## src/hw/axil_pkg.sv

```systemverilog
// ~~~~~~~~~~~~~~~~~~~~~~~~~~~~~~
// read channels only, 32-bit address and data
// ~~~~~~~~~~~~~~~~~~~~~~~~~~~~~~

package axil_pkg;

	typedef logic [31:0] axil_addr_t;
	typedef logic [31:0] axil_data_t;
	typedef logic [2:0] prot_t;
	typedef logic [1:0] resp_t;

	localparam resp_t RESP_OKAY = 2'b00;
	localparam resp_t RESP_SLVERR = 2'b10;

	// unprivileged, secure, instruction access
	localparam prot_t ARPROT_INSTR = 3'b100;

	// read address channel, driven by the master
	typedef struct packed {
		axil_addr_t araddr;
		prot_t arprot;
		logic arvalid;
	} axil_ar_t;

	// read data channel, driven by the slave
	typedef struct packed {
		axil_data_t rdata;
		resp_t rresp;
		logic rvalid;
	} axil_r_t;

endpackage : axil_pkg

```

## src/hw/core_pkg.sv

```systemverilog
// ~~~~~~~~~~~~~~~~~~~~~~~~~~~~~~
// RV32 only. Compressed (16-bit) encodings are not recognised
// ~~~~~~~~~~~~~~~~~~~~~~~~~~~~~~

package core_pkg;

	// datapath width
	localparam int XLEN = 32;

	// addresses and data words
	typedef logic [XLEN-1:0] data_t;

	// raw instruction word
	typedef logic [XLEN-1:0] instr_t;

	// major opcode field, bits 6:0
	typedef logic [6:0] opcode_t;

	// fixed encodings
	localparam instr_t ECALL = 32'h0000_0073;
	// addi x0, x0, 0
	localparam instr_t NOP = 32'h0000_0013;

	// opcodes the predictor looks at
	localparam opcode_t OPC_BRANCH = 7'b110_0011;
	localparam opcode_t OPC_JAL = 7'b110_1111;

	// immediate sign sits in the top bit for every format
	localparam int IMM_SIGN_BIT = XLEN - 1;

	// one instruction word in bytes
	localparam data_t INSTR_BYTES = 32'd4;

	// queue entry, also what the issue stage sees
	typedef struct packed {
		instr_t instr;
		data_t pc;
	} issue_t;

endpackage : core_pkg

```

## src/hw/branch_predict.sv

```systemverilog
// ~~~~~~~~~~~~~~~~~~~~~~~~~~~~~~
// static rule: JAL and backward branches taken
// ~~~~~~~~~~~~~~~~~~~~~~~~~~~~~~
`timescale 1ns/1ps

module branch_predict (
	input  core_pkg::instr_t  instr,
	input  core_pkg::data_t   pc,
	input  logic              valid,
	output logic              taken
);

	import core_pkg::*;

	opcode_t opcode;
	logic is_jal;
	logic is_back_branch;
	logic pc_aligned;

	assign opcode = instr[6:0];
	assign is_jal = (opcode == OPC_JAL);

	// B-type sign bit set means a negative offset
	assign is_back_branch = (opcode == OPC_BRANCH) && instr[IMM_SIGN_BIT];

	// a misaligned fetch address never predicts
	assign pc_aligned = (pc[1:0] == 2'b00);

	assign taken = valid && pc_aligned && (is_jal || is_back_branch);

endmodule : branch_predict

```

## src/hw/fetch_axil_reader.sv

```systemverilog
// ~~~~~~~~~~~~~~~~~~~~~~~~~~~~~~
// one read in flight; req is ignored while busy
// SLVERR completes like OKAY
// ~~~~~~~~~~~~~~~~~~~~~~~~~~~~~~
`timescale 1ns/1ps

module fetch_axil_reader (
	input  logic                 clk,
	input  logic                 rst_n,
	input  logic                 req,
	input  core_pkg::data_t      req_addr,
	input  logic                 arready,
	input  axil_pkg::axil_r_t    r,
	output axil_pkg::axil_ar_t   ar,
	output logic                 rready,
	output logic                 busy,
	output logic                 done,
	output core_pkg::data_t      rdata
);

	import core_pkg::*;
	import axil_pkg::*;

	typedef enum logic [1:0] {
		RD_IDLE,
		RD_ADDR,
		RD_DATA
	} rd_state_t;

	rd_state_t state;
	data_t addr_q;

	always_ff @(posedge clk or negedge rst_n) begin
		if (!rst_n) begin
			state <= RD_IDLE;
		end else begin
			unique case (state)
				RD_IDLE: if (req) state <= RD_ADDR;
				RD_ADDR: if (arready) state <= RD_DATA;
				RD_DATA: if (r.rvalid) state <= RD_IDLE;
				default: state <= RD_IDLE;
			endcase
		end
	end

	// address stays put from request until the AR handshake
	always_ff @(posedge clk) begin
		if (state == RD_IDLE && req) begin
			addr_q <= req_addr;
		end
	end

	assign ar.araddr = addr_q;
	assign ar.arprot = ARPROT_INSTR;
	assign ar.arvalid = (state == RD_ADDR);

	assign rready = (state == RD_DATA);
	assign busy = (state != RD_IDLE);

	// done in the R handshake cycle, word passed straight through
	assign done = (state == RD_DATA) && r.rvalid;
	assign rdata = r.rdata;

endmodule : fetch_axil_reader

```

## src/hw/fetch_top.sv

```systemverilog
// ~~~~~~~~~~~~~~~~~~~~~~~~~~~~~~
// instr reads NOP whenever instr_valid is low
// ~~~~~~~~~~~~~~~~~~~~~~~~~~~~~~
`timescale 1ns/1ps

module fetch_top #(
	parameter core_pkg::data_t BOOT_PC = 32'h0000_0000,
	parameter int QUEUE_AW = 4,
	parameter int ALMOST_FULL_MARGIN = 2
) (
	input  logic                clk,
	input  logic                rst_n,
	input  logic                go,
	input  logic                stall,
	input  logic                flush,
	input  logic                pc_sel,
	input  core_pkg::data_t     pc_bj,
	input  core_pkg::instr_t    instr_w,
	output axil_pkg::axil_ar_t  ar,
	input  logic                arready,
	input  axil_pkg::axil_r_t   r,
	output logic                rready,
	output core_pkg::instr_t    instr,
	output core_pkg::data_t     pc_out,
	output core_pkg::data_t     pc_p4_out,
	output logic                instr_valid,
	output logic                taken
);

	import core_pkg::*;

	logic req, busy, done, push, queue_flush, empty, almost_full;
	data_t req_addr, rdata;
	issue_t push_entry, head;

	fetch_unit #(.BOOT_PC(BOOT_PC), .QUEUE_AW(QUEUE_AW)) fetch_unit_i (
		.clk, .rst_n, .go, .flush, .pc_sel, .pc_bj, .instr_w,
		.busy, .done, .rdata, .almost_full,
		.req, .req_addr, .push, .push_entry, .queue_flush
	);

	fetch_axil_reader fetch_axil_reader_i (
		.clk, .rst_n, .req, .req_addr, .arready, .r,
		.ar, .rready, .busy, .done, .rdata
	);

	// issue pops the head every cycle it is valid
	assign instr_valid = !empty && !stall;

	instr_queue #(.QUEUE_AW(QUEUE_AW), .ALMOST_FULL_MARGIN(ALMOST_FULL_MARGIN)) instr_queue_i (
		.clk, .rst_n, .flush(queue_flush), .push, .push_entry,
		.pop(instr_valid), .head, .empty, .almost_full
	);

	assign pc_out = head.pc;
	assign pc_p4_out = head.pc + INSTR_BYTES;
	assign instr = instr_valid ? head.instr : NOP;

	branch_predict branch_predict_i (.instr, .pc(pc_out), .valid(instr_valid), .taken);

endmodule : fetch_top

```

## src/hw/fetch_unit.sv

```systemverilog
// ~~~~~~~~~~~~~~~~~~~~~~~~~~~~~~
// flush and pc_sel are expected together; a read in flight at a flush is dropped
// ~~~~~~~~~~~~~~~~~~~~~~~~~~~~~~
`timescale 1ns/1ps

module fetch_unit #(
	parameter core_pkg::data_t BOOT_PC = 32'h0000_0000,
	parameter int QUEUE_AW = 4
) (
	input  logic              clk,
	input  logic              rst_n,
	input  logic              go,
	input  logic              flush,
	input  logic              pc_sel,
	input  core_pkg::data_t   pc_bj,
	input  core_pkg::instr_t  instr_w,
	input  logic              busy,
	input  logic              done,
	input  core_pkg::data_t   rdata,
	input  logic              almost_full,
	output logic              req,
	output core_pkg::data_t   req_addr,
	output logic              push,
	output core_pkg::issue_t  push_entry,
	output logic              queue_flush
);

	import core_pkg::*;

	typedef enum logic [1:0] {
		S_IDLE,
		S_FETCH,
		S_HOLD,
		S_ECALL_WAIT
	} fetch_state_t;

	// the queue has to take the margin plus the word in flight
	if (QUEUE_AW < 2) begin : g_depth_check
		$error("fetch_unit: QUEUE_AW must be at least 2");
	end

	fetch_state_t state;
	fetch_state_t state_nxt;

	data_t pc;
	data_t redir_pc;
	logic redir_q;
	logic drop_q;
	logic ecall_push;

	// a done that belongs to a flushed read is neither pushed nor counted
	assign push = done && !drop_q && !flush;
	assign push_entry.instr = rdata;
	assign push_entry.pc = pc;
	assign ecall_push = push && (rdata == ECALL);

	assign queue_flush = flush;

	// no new request in a flush cycle, the redirect target is not latched yet
	assign req = (state == S_FETCH) && !busy && !almost_full && !flush;
	assign req_addr = redir_q ? redir_pc : pc;

	always_comb begin
		state_nxt = state;
		unique case (state)
			S_IDLE: begin
				if (go) state_nxt = S_FETCH;
			end
			S_FETCH: begin
				if (ecall_push) begin
					state_nxt = S_ECALL_WAIT;
				end else if (almost_full) begin
					state_nxt = S_HOLD;
				end
			end
			S_HOLD: begin
				if (ecall_push) begin
					state_nxt = S_ECALL_WAIT;
				end else if (!almost_full) begin
					state_nxt = S_FETCH;
				end
			end
			S_ECALL_WAIT: begin
				// core retired the ECALL
				if (instr_w == ECALL) state_nxt = S_IDLE;
			end
			default: state_nxt = S_IDLE;
		endcase
	end

	always_ff @(posedge clk or negedge rst_n) begin
		if (!rst_n) begin
			state <= S_IDLE;
		end else begin
			state <= state_nxt;
		end
	end

	// pc is the address of the word being fetched
	always_ff @(posedge clk or negedge rst_n) begin
		if (!rst_n) begin
			pc <= BOOT_PC;
		end else if (req && redir_q) begin
			pc <= redir_pc;
		end else if (push) begin
			pc <= pc + INSTR_BYTES;
		end
	end

	// redirect waits here until the next request picks it up
	always_ff @(posedge clk or negedge rst_n) begin
		if (!rst_n) begin
			redir_q <= 1'b0;
		end else if (pc_sel) begin
			redir_q <= 1'b1;
		end else if (req) begin
			redir_q <= 1'b0;
		end
	end

	always_ff @(posedge clk) begin
		if (pc_sel) begin
			redir_pc <= pc_bj;
		end
	end

	// response still on its way at the flush
	always_ff @(posedge clk or negedge rst_n) begin
		if (!rst_n) begin
			drop_q <= 1'b0;
		end else if (flush && busy && !done) begin
			drop_q <= 1'b1;
		end else if (done) begin
			drop_q <= 1'b0;
		end
	end

endmodule : fetch_unit

```

## src/hw/instr_queue.sv

```systemverilog
// ~~~~~~~~~~~~~~~~~~~~~~~~~~~~~~
// depth is 2**QUEUE_AW; push when full and pop when empty are ignored
// ~~~~~~~~~~~~~~~~~~~~~~~~~~~~~~
`timescale 1ns/1ps

module instr_queue #(
	parameter int QUEUE_AW = 4,
	parameter int ALMOST_FULL_MARGIN = 2
) (
	input  logic              clk,
	input  logic              rst_n,
	input  logic              flush,
	input  logic              push,
	input  core_pkg::issue_t  push_entry,
	input  logic              pop,
	output core_pkg::issue_t  head,
	output logic              empty,
	output logic              almost_full
);

	import core_pkg::*;

	localparam int DEPTH = 1 << QUEUE_AW;

	typedef logic [QUEUE_AW-1:0] ptr_t;
	typedef logic [QUEUE_AW:0] cnt_t;

	issue_t mem [DEPTH];
	ptr_t rd_ptr;
	ptr_t wr_ptr;
	cnt_t count;
	cnt_t free_slots;
	logic full;
	logic do_push;
	logic do_pop;

	assign full = (count == cnt_t'(DEPTH));
	assign empty = (count == '0);
	assign do_push = push && !full && !flush;
	assign do_pop = pop && !empty && !flush;

	assign free_slots = cnt_t'(DEPTH) - count;
	assign almost_full = (free_slots <= cnt_t'(ALMOST_FULL_MARGIN));

	always_ff @(posedge clk or negedge rst_n) begin
		if (!rst_n) begin
			rd_ptr <= '0;
			wr_ptr <= '0;
			count <= '0;
		end else if (flush) begin
			// everything pending is thrown away in one edge
			rd_ptr <= '0;
			wr_ptr <= '0;
			count <= '0;
		end else begin
			if (do_push) wr_ptr <= wr_ptr + 1'b1;
			if (do_pop) rd_ptr <= rd_ptr + 1'b1;
			if (do_push && !do_pop) begin
				count <= count + 1'b1;
			end else if (do_pop && !do_push) begin
				count <= count - 1'b1;
			end
		end
	end

	always_ff @(posedge clk) begin
		if (do_push) begin
			mem[wr_ptr] <= push_entry;
		end
	end

	// head is read combinationally, so a push shows up right after its edge
	assign head = mem[rd_ptr];

endmodule : instr_queue

```

## config.mk

```make
export PLATFORM = sky130hd
export DESIGN_NAME = fetch_top
export DESIGN_NICKNAME = d
export VERILOG_FILES = /design/src/hw/axil_pkg.sv /design/src/hw/core_pkg.sv /design/src/hw/branch_predict.sv /design/src/hw/fetch_axil_reader.sv /design/src/hw/fetch_top.sv /design/src/hw/fetch_unit.sv /design/src/hw/instr_queue.sv
export SDC_FILE = /design/constraint.sdc
export NUM_CORES = 1
export LEC_CHECK = 0
export ABC_AREA = 1
export BUFFER_PORTS_ARGS = -buffer_cell sky130_fd_sc_hd__buf_2
export CORE_MARGIN = 8
export CORE_UTILIZATION = 40
export CTS_CLUSTER_SIZE = 40
export DETAILED_ROUTE_END_ITERATION = 8
export HOLD_SLACK_MARGIN = 0.02
export PLACE_DENSITY = 0.65
export SETUP_SLACK_MARGIN = 0.3
export SLEW_MARGIN = 20
export SYNTH_ARGS = -nofsm -noshare
export SYNTH_HDL_FRONTEND = slang
export SYNTH_SLANG_ARGS = --single-unit
```

## constraint.sdc

```tcl
create_clock -name clk -period 5.18 [get_ports clk]
set_clock_uncertainty 0.15 [all_clocks]
set_input_delay 0.259 -clock clk [delete_from_list [all_inputs] [get_ports clk]]
set_output_delay 0.259 -clock clk [all_outputs]
set_load 0.01 [all_outputs]
```

== Yosys cells after proc, flatten, opt, wreduce, memory -nomap -nowiden ==
Memories as Yosys holds them, arrays and structs flattened.
Index checks and enable logic that the tools add are counted.
Storage, ports and cells
  flip-flop bits (word level): 115
  bits in writable memories: 1024
  input bits: 106
  output and inout bits: 135
  word-level logic and storage cells: 109
  memories kept: 1
Memories
  instr_queue_i.mem: words 16, bits a word 64, rd ports 1, clocked after memory_dff 0, write ports 1, RTL line instr_queue.sv:28  | issue_t mem [DEPTH];
Cells by class
  add/subtract/negate cells: 7
  magnitude comparators: 1
  equal/unequal tests: 17
  muxes and demuxes: 28
  reductions and logical operators: 45
Operators with widths (number)
  $mux 32: 4
  $add 32x3->32 const B: 2
  $eq 32x7->1 const B: 2
  $logic_and 1x1->1: 21
  $mux 2: 9
  $mux 4: 4
  $mux 5: 3
  $eq 7x7->1 const B: 2
  $reduce_bool 2->1: 6
  $logic_not 1->1: 10
  $add 4x1->4 const B: 2
  $pmux 2 s4: 1
  $eq 2x2->1 const B: 3
  $logic_not 2->1: 3
  $mux 1: 6
  $ne 2x1->1 const B: 3
  $pmux 2 s3: 1
  $add 5x1->5 const B: 1
  $eq 5x5->1 const B: 1
  $le 5x2->1 const B: 1
  $logic_not 5->1: 1
  $sub 5x1->5 const B: 1
  $sub 5x5->5 const A: 1
  $eq 2x1->1 const B: 2
  other kinds (7): 8

== Longest topological paths before layout ==
Gate-level depths: netlist of run 1.
  depth after elaboration: 11
  depth in mapped cells: 16
  mapped depth without buffers: 16

== Modules after synthesis ==
A second synthesis of run 1 with hierarchy kept.
Second synthesis, totals
  cells, all modules: 4177
  area total of the unflattened synthesis: 48355.1 um^2
By module, submodules not included
  instr_queue: times used 1, cells an instance 3244, area each 41422.2 um^2, sequential area each 31074.8 um^2
  fetch_unit: times used 1, cells an instance 590, area each 4349.2 um^2, sequential area each 1861.8 um^2
  fetch_axil_reader: times used 1, cells an instance 88, area each 1351.3 um^2, sequential area each 1011.0 um^2
  fetch_top: times used 1, cells an instance 240, area each 1169.9 um^2, sequential area each 0.0 um^2
  branch_predict: times used 1, cells an instance 15, area each 62.6 um^2, sequential area each 0.0 um^2

== Least setup slack after synthesis of run 1 ==
No wires, ideal clock.
  path kind: register to register
  start: register fetch_axil_reader_i.state[0]
  end: memory instr_queue_i.mem[11][0] (netlist name) (enable)
  library setup time: 0.486 ns
  data arrival time: 4.022 ns
  required time: 4.544 ns
  setup slack: 0.522 ns
  stages on the path, launching flop included: 8
  path buffers: 0
  period minus slack after synthesis: 4.658 ns
  cell sequence: dfrtp_1 -> nor2_2 -> nand2_1 -> nor3_2 -> inv_2 -> nor2_4 -> nand2_1 -> nor2_1
On the way
  longest elaborated chain between the ends: 8
Ends and longest elaborated chain
  start, declared: RTL line fetch_axil_reader.sv:30  | rd_state_t state;
  start signal, assigned: RTL line fetch_axil_reader.sv:35  | state <= RD_IDLE;
  start signal, assigned: RTL line fetch_axil_reader.sv:38  | RD_IDLE: if (req) state <= RD_ADDR;
  start signal, assigned: RTL line fetch_axil_reader.sv:39  | RD_ADDR: if (arready) state <= RD_DATA;
  $eq 2x2->1
  named net rready: RTL line fetch_top.sv:22  | output logic rready,
  $logic_and 1x1->1: RTL line fetch_axil_reader.sv:61  | assign done = (state == RD_DATA) && r.rvalid;
  $logic_and 1x1->1 (2 in a row): RTL line fetch_unit.sv:52  | assign push = done && !drop_q && !flush;
  $logic_and 1x1->1 (2 in a row): RTL line instr_queue.sv:39  | assign do_push = push && !full && !flush;
  $mux 1: RTL line instr_queue.sv:67  | if (do_push) begin
  $mux 1 (implied by the code): RTL line instr_queue.sv:68  | mem[wr_ptr] <= push_entry;
  end, declared: RTL line instr_queue.sv:28
The timed path passes the listed nets, and every way through them passes these cells.

== Worst setup path after layout of run 1 ==
  start: register instr_queue_i.rd_ptr[1]
  end: output port pc_p4_out[10]
On the way
  longest elaborated chain between the ends: 2
Ends and longest elaborated chain
  start, declared: RTL line instr_queue.sv:29  | ptr_t rd_ptr;
  start signal, assigned: RTL line instr_queue.sv:57  | if (do_pop) rd_ptr <= rd_ptr + 1'b1;
  $mem_v2 16x64
  $add 32x3->32: RTL line fetch_top.sv:56  | assign pc_p4_out = head.pc + INSTR_BYTES;
  end, declared: RTL line fetch_top.sv:25  | output core_pkg::data_t pc_p4_out,
Every way passes these cells.

==> results of run 1 <==
registers in the layout (all words and copies together) (netlist names):
| signal | cells |
|---|---|
| instr_queue_i.count | 5 |
| fetch_unit_i.pc | 32 |
| fetch_axil_reader_i.addr_q | 32 |
| fetch_unit_i.redir_q | 1 |
| instr_queue_i.wr_ptr | 4 |
| fetch_axil_reader_i.state | 2 |
| fetch_unit_i.state | 2 |
| instr_queue_i.rd_ptr | 4 |
| fetch_unit_i.drop_q | 1 |
| instr_queue_i.mem | 1024 |
| fetch_unit_i.redir_pc | 32 |
power groups by stage:
stage	Sequential (µW)	Clock, µW	Combinational, µW
after global placement	11700	0	4630
after detailed placement	11700	0	4700
after floorplan	11300	0	3230
final	11500	7770	4780
after CTS	11500	7880	4770
after global routing	11600	8230	5320
Yosys cell counts, types with 2 or more instances:
cell type and number:
nand3_1 369, nor2_2 9, buf_1 15, inv_2 8, ha_1 15, nand2_2 8
nor4_1 8, xor2_1 28, or2_2 11, edfxtp_1 1088, xnor2_1 8, dfrtp_1 51
clkbuf_1 84, a21oi_1 39, buf_2 91, o31ai_1 2, buf_6 10, nor3_1 12
o22ai_1 48, nand4_1 13, buf_4 32, conb_1 2, o21ai_0 357, clkbuf_2 2
nand2_1 858, o221ai_1 95, o211ai_1 62, nor2_1 443, o21ai_1 13, inv_1 325
metrics by stage:
stage | util | setup slack [ns] | cell area, µm²
2_1_floorplan | - | 0.522 | 47800
3_3_place_gp | 0.427 | 0.860 | 50500
5_1_grt | 0.463 | 0.374 | 54800
4_1_cts | 0.463 | 0.310 | 54700
3_5_place_dp | 0.427 | 0.827 | 50500
6_report | 0.463 | 0.612 | 54800
per-layer routing:
metal	wire length (µm)	part of all wire	up-vias	global-route usage
met3	8930	0.068	236	0.0316
met2	63900	0.49	1226	0.325
met4	4230	0.032	6	0.0689
met1	53600	0.41	15767	0.254
met5	34	0.00026	-	0
li1	-	-	14923	-
worst min-delay path by stage:
stage	from	to	slack, ns	cells after the start
after floorplan	rst_n	fetch_axil_reader_i.state[0]	-0.19	0
after global placement	pc_bj[3]	fetch_unit_i.redir_pc[3]	0.29	1
after detailed placement	pc_bj[22]	fetch_unit_i.redir_pc[22]	0.29	1
after CTS	instr_w[20]	fetch_unit_i.state[0]	0.05	8
after global routing	pc_bj[8]	fetch_unit_i.redir_pc[8]	0.11	2
final	instr_w[20]	fetch_unit_i.state[1]	0.03	8
logic make-up after synthesis:
group | after synthesis | synth area share
AND/OR/NAND/NOR | 1735 | 0.149
flip-flops | 1139 | 0.711
AO/OA/AOI/OAI | 619 | 0.0771
buffers and inverters | 568 | 0.0514
XOR/XNOR | 36 | 0.00660
adder cells (fa/ha/maj) | 16 | 0.00435
other | 2 | 0.000157
layout make-up:
type	count	area (µm²)
inverters	333	1270
flip-flops and latches	1139	34000
fillers	10424	63500
clock buffers	156	3040
multi-input cells	2409	11500
repair buffers	384	2630
clock inverters	50	458
diodes	2	5.00
well taps	1536	1920
worst max-delay path, cell delays in order, from the launching register on:
cell	delay, ns
dfrtp_4	0.71
buf_4	0.87
nand3_1	0.16
nand3_1	0.16
nand3_1	0.10
nand2_1	0.30
nand2_1	0.17
nor2_1	0.16
nand2_1	0.13
xnor2_1	0.44
buf_2	0.23
what timing repair did:
| item | 4_1_cts | 5_1_grt |
|---|---|---|
| endpoints found under the setup margin | 9 | 20 |
| hold buffers | 72 | 0 |
| gates resized for setup | 3 | 9 |
| buffers inserted | 0 | 1 |
| hold endpoints to repair | 614 | 0 |
==> metrics.txt, run 1 <==
Sw Pwr 7460 µW; DIE AREA 0.131 mm²; Mean Syn Cell Area 11.6 µm²; Cell variety after synth 39; CP Data Arrival Time around 4.2 ns; FMAX 219 MHz; setup violators final 0; Internal 16600 µW; height of the chip 361 µm; Cell Area, Synth 0.0477 mm²; Routed Antenna Nets 0; worst-skew pair later-pin latency 0.70 ns; initial antenna violation count 6; Max VDD drop 0.000327 V; synthesized flop and latch total 1139; Tot Pwr between 20000 and 25000 µW; CP endpoint pc_p4_out[10]; largest cells by area after synthesis edfxtp_1 68%, nand2_1 6.7%, nand3_1 3.9%; Avg Vias per Cell 5.35; Clock Pin Slew Worst Setup and Hold Paths 0.06 ns; pwr dens 439 mW/mm²; synthesis-to-layout area growth 14.7%; Clock Tree Buf Depth 3; Post-Route WL about 130 mm; R2R Setup Slk 1.71 ns; share of cells above drive strength 1 0.117; Startpoint Class flop; most used flip-flop cell after synthesis edfxtp_1; commonest non-fill, non-tap cell in the layout edfxtp_1; sequential cell area fraction in the yosys report 0.711; Slew Limit Fails 0; most frequent cells in the layout 1088 x edfxtp_1, 858 x nand2_1, 427 x nor2_1, 369 x nand3_1, 357 x o21ai_0; vias about 32000; GPL Wtd Cong 0.807; outcome finished clean; CTS tree done; EDFF count, synth between 1000 and 1500; share of power burned in registers 0.478; Hold WS 0.0338 ns; Mapped Cells 4115; I/O pins roughly 240; Core Footprint 0.118 mm²; Final nets between 4000 and 5000; CP Class flop to primary output; asr flop ratio synth 0.0448; Worst slew margin 0.252; fin cells 6009; Max-Cap Viols 0; worst min path class primary input to flop; RSZ-0062 raised after global routing no; DRC viols 0; DRT iter0 DRCs 3153; CTS root buf clkbuf_16; H-tree Lvls 3; grt total ovfl 0; Yosys Warn Count 0; vias in the first global route around 31000; All-Layer GR Usage 0.193; Die X approximately 360 µm; detailed placement HPWL 73.8 mm; reg2reg end fetch_unit_i.pc[21]; critical path endpoint category primary output; sw frac 0.310; Critical Path Start instr_queue_i.rd_ptr[1]; cts bufs inserted 112; Slew @ Worst Pin about 1.1 ns; Clk pwr share 0.323; initial cell density of the core 0.404; setup TNS 0 ns; Logic pwr share 0.199; reg-to-reg startpoint instr_queue_i.count[0]; largest net degree at the start of global routing 245; Tcrit/Tclk final 0.882; # clock sinks approximately 1100; Worst EP required roughly 4.8 ns; first-pass GRT wire length 195 mm; row cnt 126; Port Buf Inserts 235; post-synth top area cell edfxtp_1; Leakage 0.0201 µW; placed insts 5728; drt wl/cell 21.7 µm; drt first pass iters 5; count of final hold-check violations 0; worst reg-to-reg path cell count 15; minimum clock period after layout 4.57 ns; Worst Path Max Fanout 87; post-synth top area share 0.684
(Power assumes the default switching activity.)
==> run 2, diff against run 1 <==
CORE_ASPECT_RATIO = 1.25   (was not set)
RECOVER_POWER = 25   (was not set)
==> run 2 against run 1 <==
Against the previous run:
- highest routed layer unchanged
- via count rose by 0.51%
- largest power group unchanged
- utilization fell by 0.19 points
- sequential power barely moved
- hold slack improved by 0.093 ns
- critical endpoint is now taken
- critical path depth did not move
- fmax fell by 0.42%
- die area barely moved
- combinational power fell by 3%
- first-iteration DRC count rose by 9.9%
- largest cell class unchanged
- global-route usage fell by 0.34 points
- the run now ends with capacitance limit, slew limit left
- sequential share of layout area rose by 0.19 points
==> metrics.txt, run 2 (synthesis gave the netlist of run 1 again) <==
DRC viols 0 (unchanged); DIE AREA 0.131 mm² (about the same); first-pass GRT wire length 193 mm (was 195 mm); failing checks capacitance limit, slew limit; Buffers & Inverters on Critical Path 2 (unchanged); Clock Tree Buf Depth 3 (unchanged); minimum clock period after layout 4.59 ns (was 4.57 ns); register area 0.0340 mm² (about the same); CP top delay family buffers and inverters (was simple AND/OR/NAND/NOR gates); drt first pass iters 5 (unchanged); worst min path class primary input to flop (unchanged); commonest non-fill, non-tap cell in the layout edfxtp_1 (unchanged); worst-skew pair later-pin latency 0.69 ns (was 0.70 ns); max FFs per register 1024 (unchanged); # clock sinks 1139 (unchanged); Multi-input gate area 0.0115 mm² (about the same); GPL Wtd Cong 0.868 (was 0.807); FMAX 218 MHz (was 219 MHz); CP Class flop to primary output (unchanged); cts bufs inserted 110 (was 112); initial antenna violation count 8 (was 6); CP Data Arrival Time 4.18 ns (was 4.16 ns); critical path endpoint category primary output (unchanged); setup TNS 0 ns (unchanged); height of the chip 402 µm (was 361 µm); CP most frequent cell nand2_1; Worst EP required 4.77 ns (about the same); CTS tree done (unchanged); share of power burned in registers 0.486 (was 0.478); Tcrit/Tclk final 0.886 (was 0.882); I/O pins 241 (unchanged); CP max-delay cell dfrtp_4 (was buf_4); Top reg by flops instr_queue_i.mem (unchanged); CP peak stage delay 0.89 ns (was 0.87 ns); Slew @ Worst Pin 3.06 ns (was 1.12 ns); Final nets 4480 (was 4501); Worst Path Max Fanout 86 (was 87); Sw Pwr 7360 µW (was 7460 µW); Critical Path Start instr_queue_i.rd_ptr[0] (was instr_queue_i.rd_ptr[1]); vias in the first global route 31482 (was 31232); drt wl/cell 21.4 µm (was 21.7 µm); fin cells 6028 (was 6009); Max VDD drop 0.000331 V (was 0.000327 V); detailed placement HPWL 69.1 mm (was 73.8 mm); Logic pwr share 0.195 (was 0.199); vias 32323 (was 32158); Avg Vias per Cell 5.36 (was 5.35); Clock Pin Slew Worst Setup and Hold Paths 0.06 ns (about the same); placed insts 5747 (was 5728); Slew Limit Fails 86 (was 0); Max-Cap Viols 2 (was 0); Routed Antenna Nets 0 (unchanged); Placement Setup Slack 1.16 ns (was 0.827 ns); outcome finished, violations left (was finished clean); grt total ovfl 0 (unchanged); Die X 325 µm (was 361 µm); pwr dens 433 mW/mm² (was 439 mW/mm²); Post-Route WL 129 mm (was 131 mm); Port Buf Inserts 235 (unchanged); R2R Setup Slk 1.50 ns (was 1.71 ns); Startpoint Class flop (unchanged); Worst slew margin -1.04 (was 0.252); Leakage 0.0199 µW (was 0.0201 µW); most frequent cells in the layout 1088 x edfxtp_1, 857 x nand2_1, 427 x nor2_1, 369 x nand3_1, 357 x o21ai_0 (was 1088 x edfxtp_1, 858 x nand2_1, 427 x nor2_1, 369 x nand3_1, 357 x o21ai_0); fillers 10402 (was 10424); All-Layer GR Usage 0.190 (was 0.193); DRT iter0 DRCs 3466 (was 3153); Core Footprint 0.118 mm² (about the same); sw frac 0.311 (was 0.310); H-tree Lvls 3 (unchanged); synthesis-to-layout area growth 14.4% (was 14.7%); final setup margin 0.592 ns (was 0.612 ns); count of final hold-check violations 0 (unchanged); Hold Path Origin pc_bj[17] (was instr_w[20]); Internal 16300 µW (was 16600 µW); worst-path cell chain buf_4, o21ai_0, o211ai_1, nand3_1, a21oi_1, nand2_1, nand2_1, nand2_1, nor2_1, buf_2 (was buf_4, nand3_1, nand3_1, nand3_1, nand2_1, nand2_1, nor2_1, nand2_1, xnor2_1, buf_2); setup violators final 0 (unchanged); share of cells above drive strength 1 0.102 (was 0.117); row cnt 141 (was 126); largest net degree at the start of global routing 185 (was 245); reg-to-reg startpoint fetch_axil_reader_i.state[0] (was instr_queue_i.count[0]); RSZ-0062 raised after global routing no (unchanged); Clk pwr share 0.319 (was 0.323); initial cell density of the core 0.403 (was 0.404); CTS root buf clkbuf_16 (unchanged)
## run 2: changes by cell type in the layout (fill, tap and decap cells not counted), sizes merged
cell / change
buf: -60
bufinv: -2
clkbuf: +28
diode: +5
inv: +4
clkinvlp: +2
clkinv: +5
## run 2: power groups by stage
stage	Sequential [µW]	Combinational, µW	Clock (µW)
6_report	11500	4620	7540
2_1_floorplan	11300	3230	0
3_3_place_gp	11700	4490	0
3_5_place_dp	11700	4570	0
4_1_cts	11500	4640	7650
5_1_grt	11600	5160	7990
## run 2: path summary, 6_finish.rpt
check / end / cells past startpoint
min in group asynchronous: fetch_unit_i.pc[21] / 3
max: taken / 10
max reg2reg: instr_queue_i.mem[15][15] / 9
min: fetch_unit_i.redir_pc[17] / 2
min reg2reg: fetch_axil_reader_i.state[0] / 1
max in group asynchronous: instr_queue_i.rd_ptr[0] / 3
## run 2: worst reg2reg max path: stages (launching register included)
cell and delay (ns):
dfrtp_1 0.41, nor2_2 0.16, nand2_1 0.08, nor3_2 0.10
buf_4 0.28, inv_2 0.20, nor2_4 0.23, nand2_1 0.32
nor2_4 0.80, buf_4 0.58
## run 2: final cells by class
type | count | share of cell area
diodes | 7 | 0.000321
clock buffers | 143 | 0.0529
clock inverters | 59 | 0.00898
inverters | 333 | 0.0234
multi-input cells | 2409 | 0.210
flip-flops and latches | 1139 | 0.622
well taps | 1573 | 0.0360
repair buffers | 365 | 0.0462
## run 2: metal layers
metal | wire length, µm | part of all wire | up-vias | global-route usage
met5 | 10 | 0.000078 | - | 0
met4 | 4150 | 0.032 | 2 | 0.0701
met3 | 8990 | 0.070 | 279 | 0.0303
met2 | 64700 | 0.50 | 1313 | 0.330
met1 | 50900 | 0.40 | 15839 | 0.240
li1 | - | - | 14890 | -
## run 2: repair_timing
action / 4_1_cts / 5_1_grt
gates resized for setup: 0 / 5
endpoints found under the hold margin: 608 / 0
setup endpoints to repair: 0 / 26
buffers inserted: 0 / 0
hold buffers: 72 / 0
## run 2: per-stage QoR
| stage | utilization | hold slack, ns | power [µW] | cell area (µm²) |
|---|---|---|---|---|
| floorplan | - | -0.187 | 14500 | 47800 |
| global placement | 0.427 | 0.287 | 16200 | 50500 |
| detailed placement | 0.427 | 0.287 | 16300 | 50500 |
| CTS | 0.461 | 0.0327 | 23800 | 54600 |
| global route | 0.461 | 0.114 | 24700 | 54600 |
| finish | 0.461 | 0.127 | 23700 | 54600 |
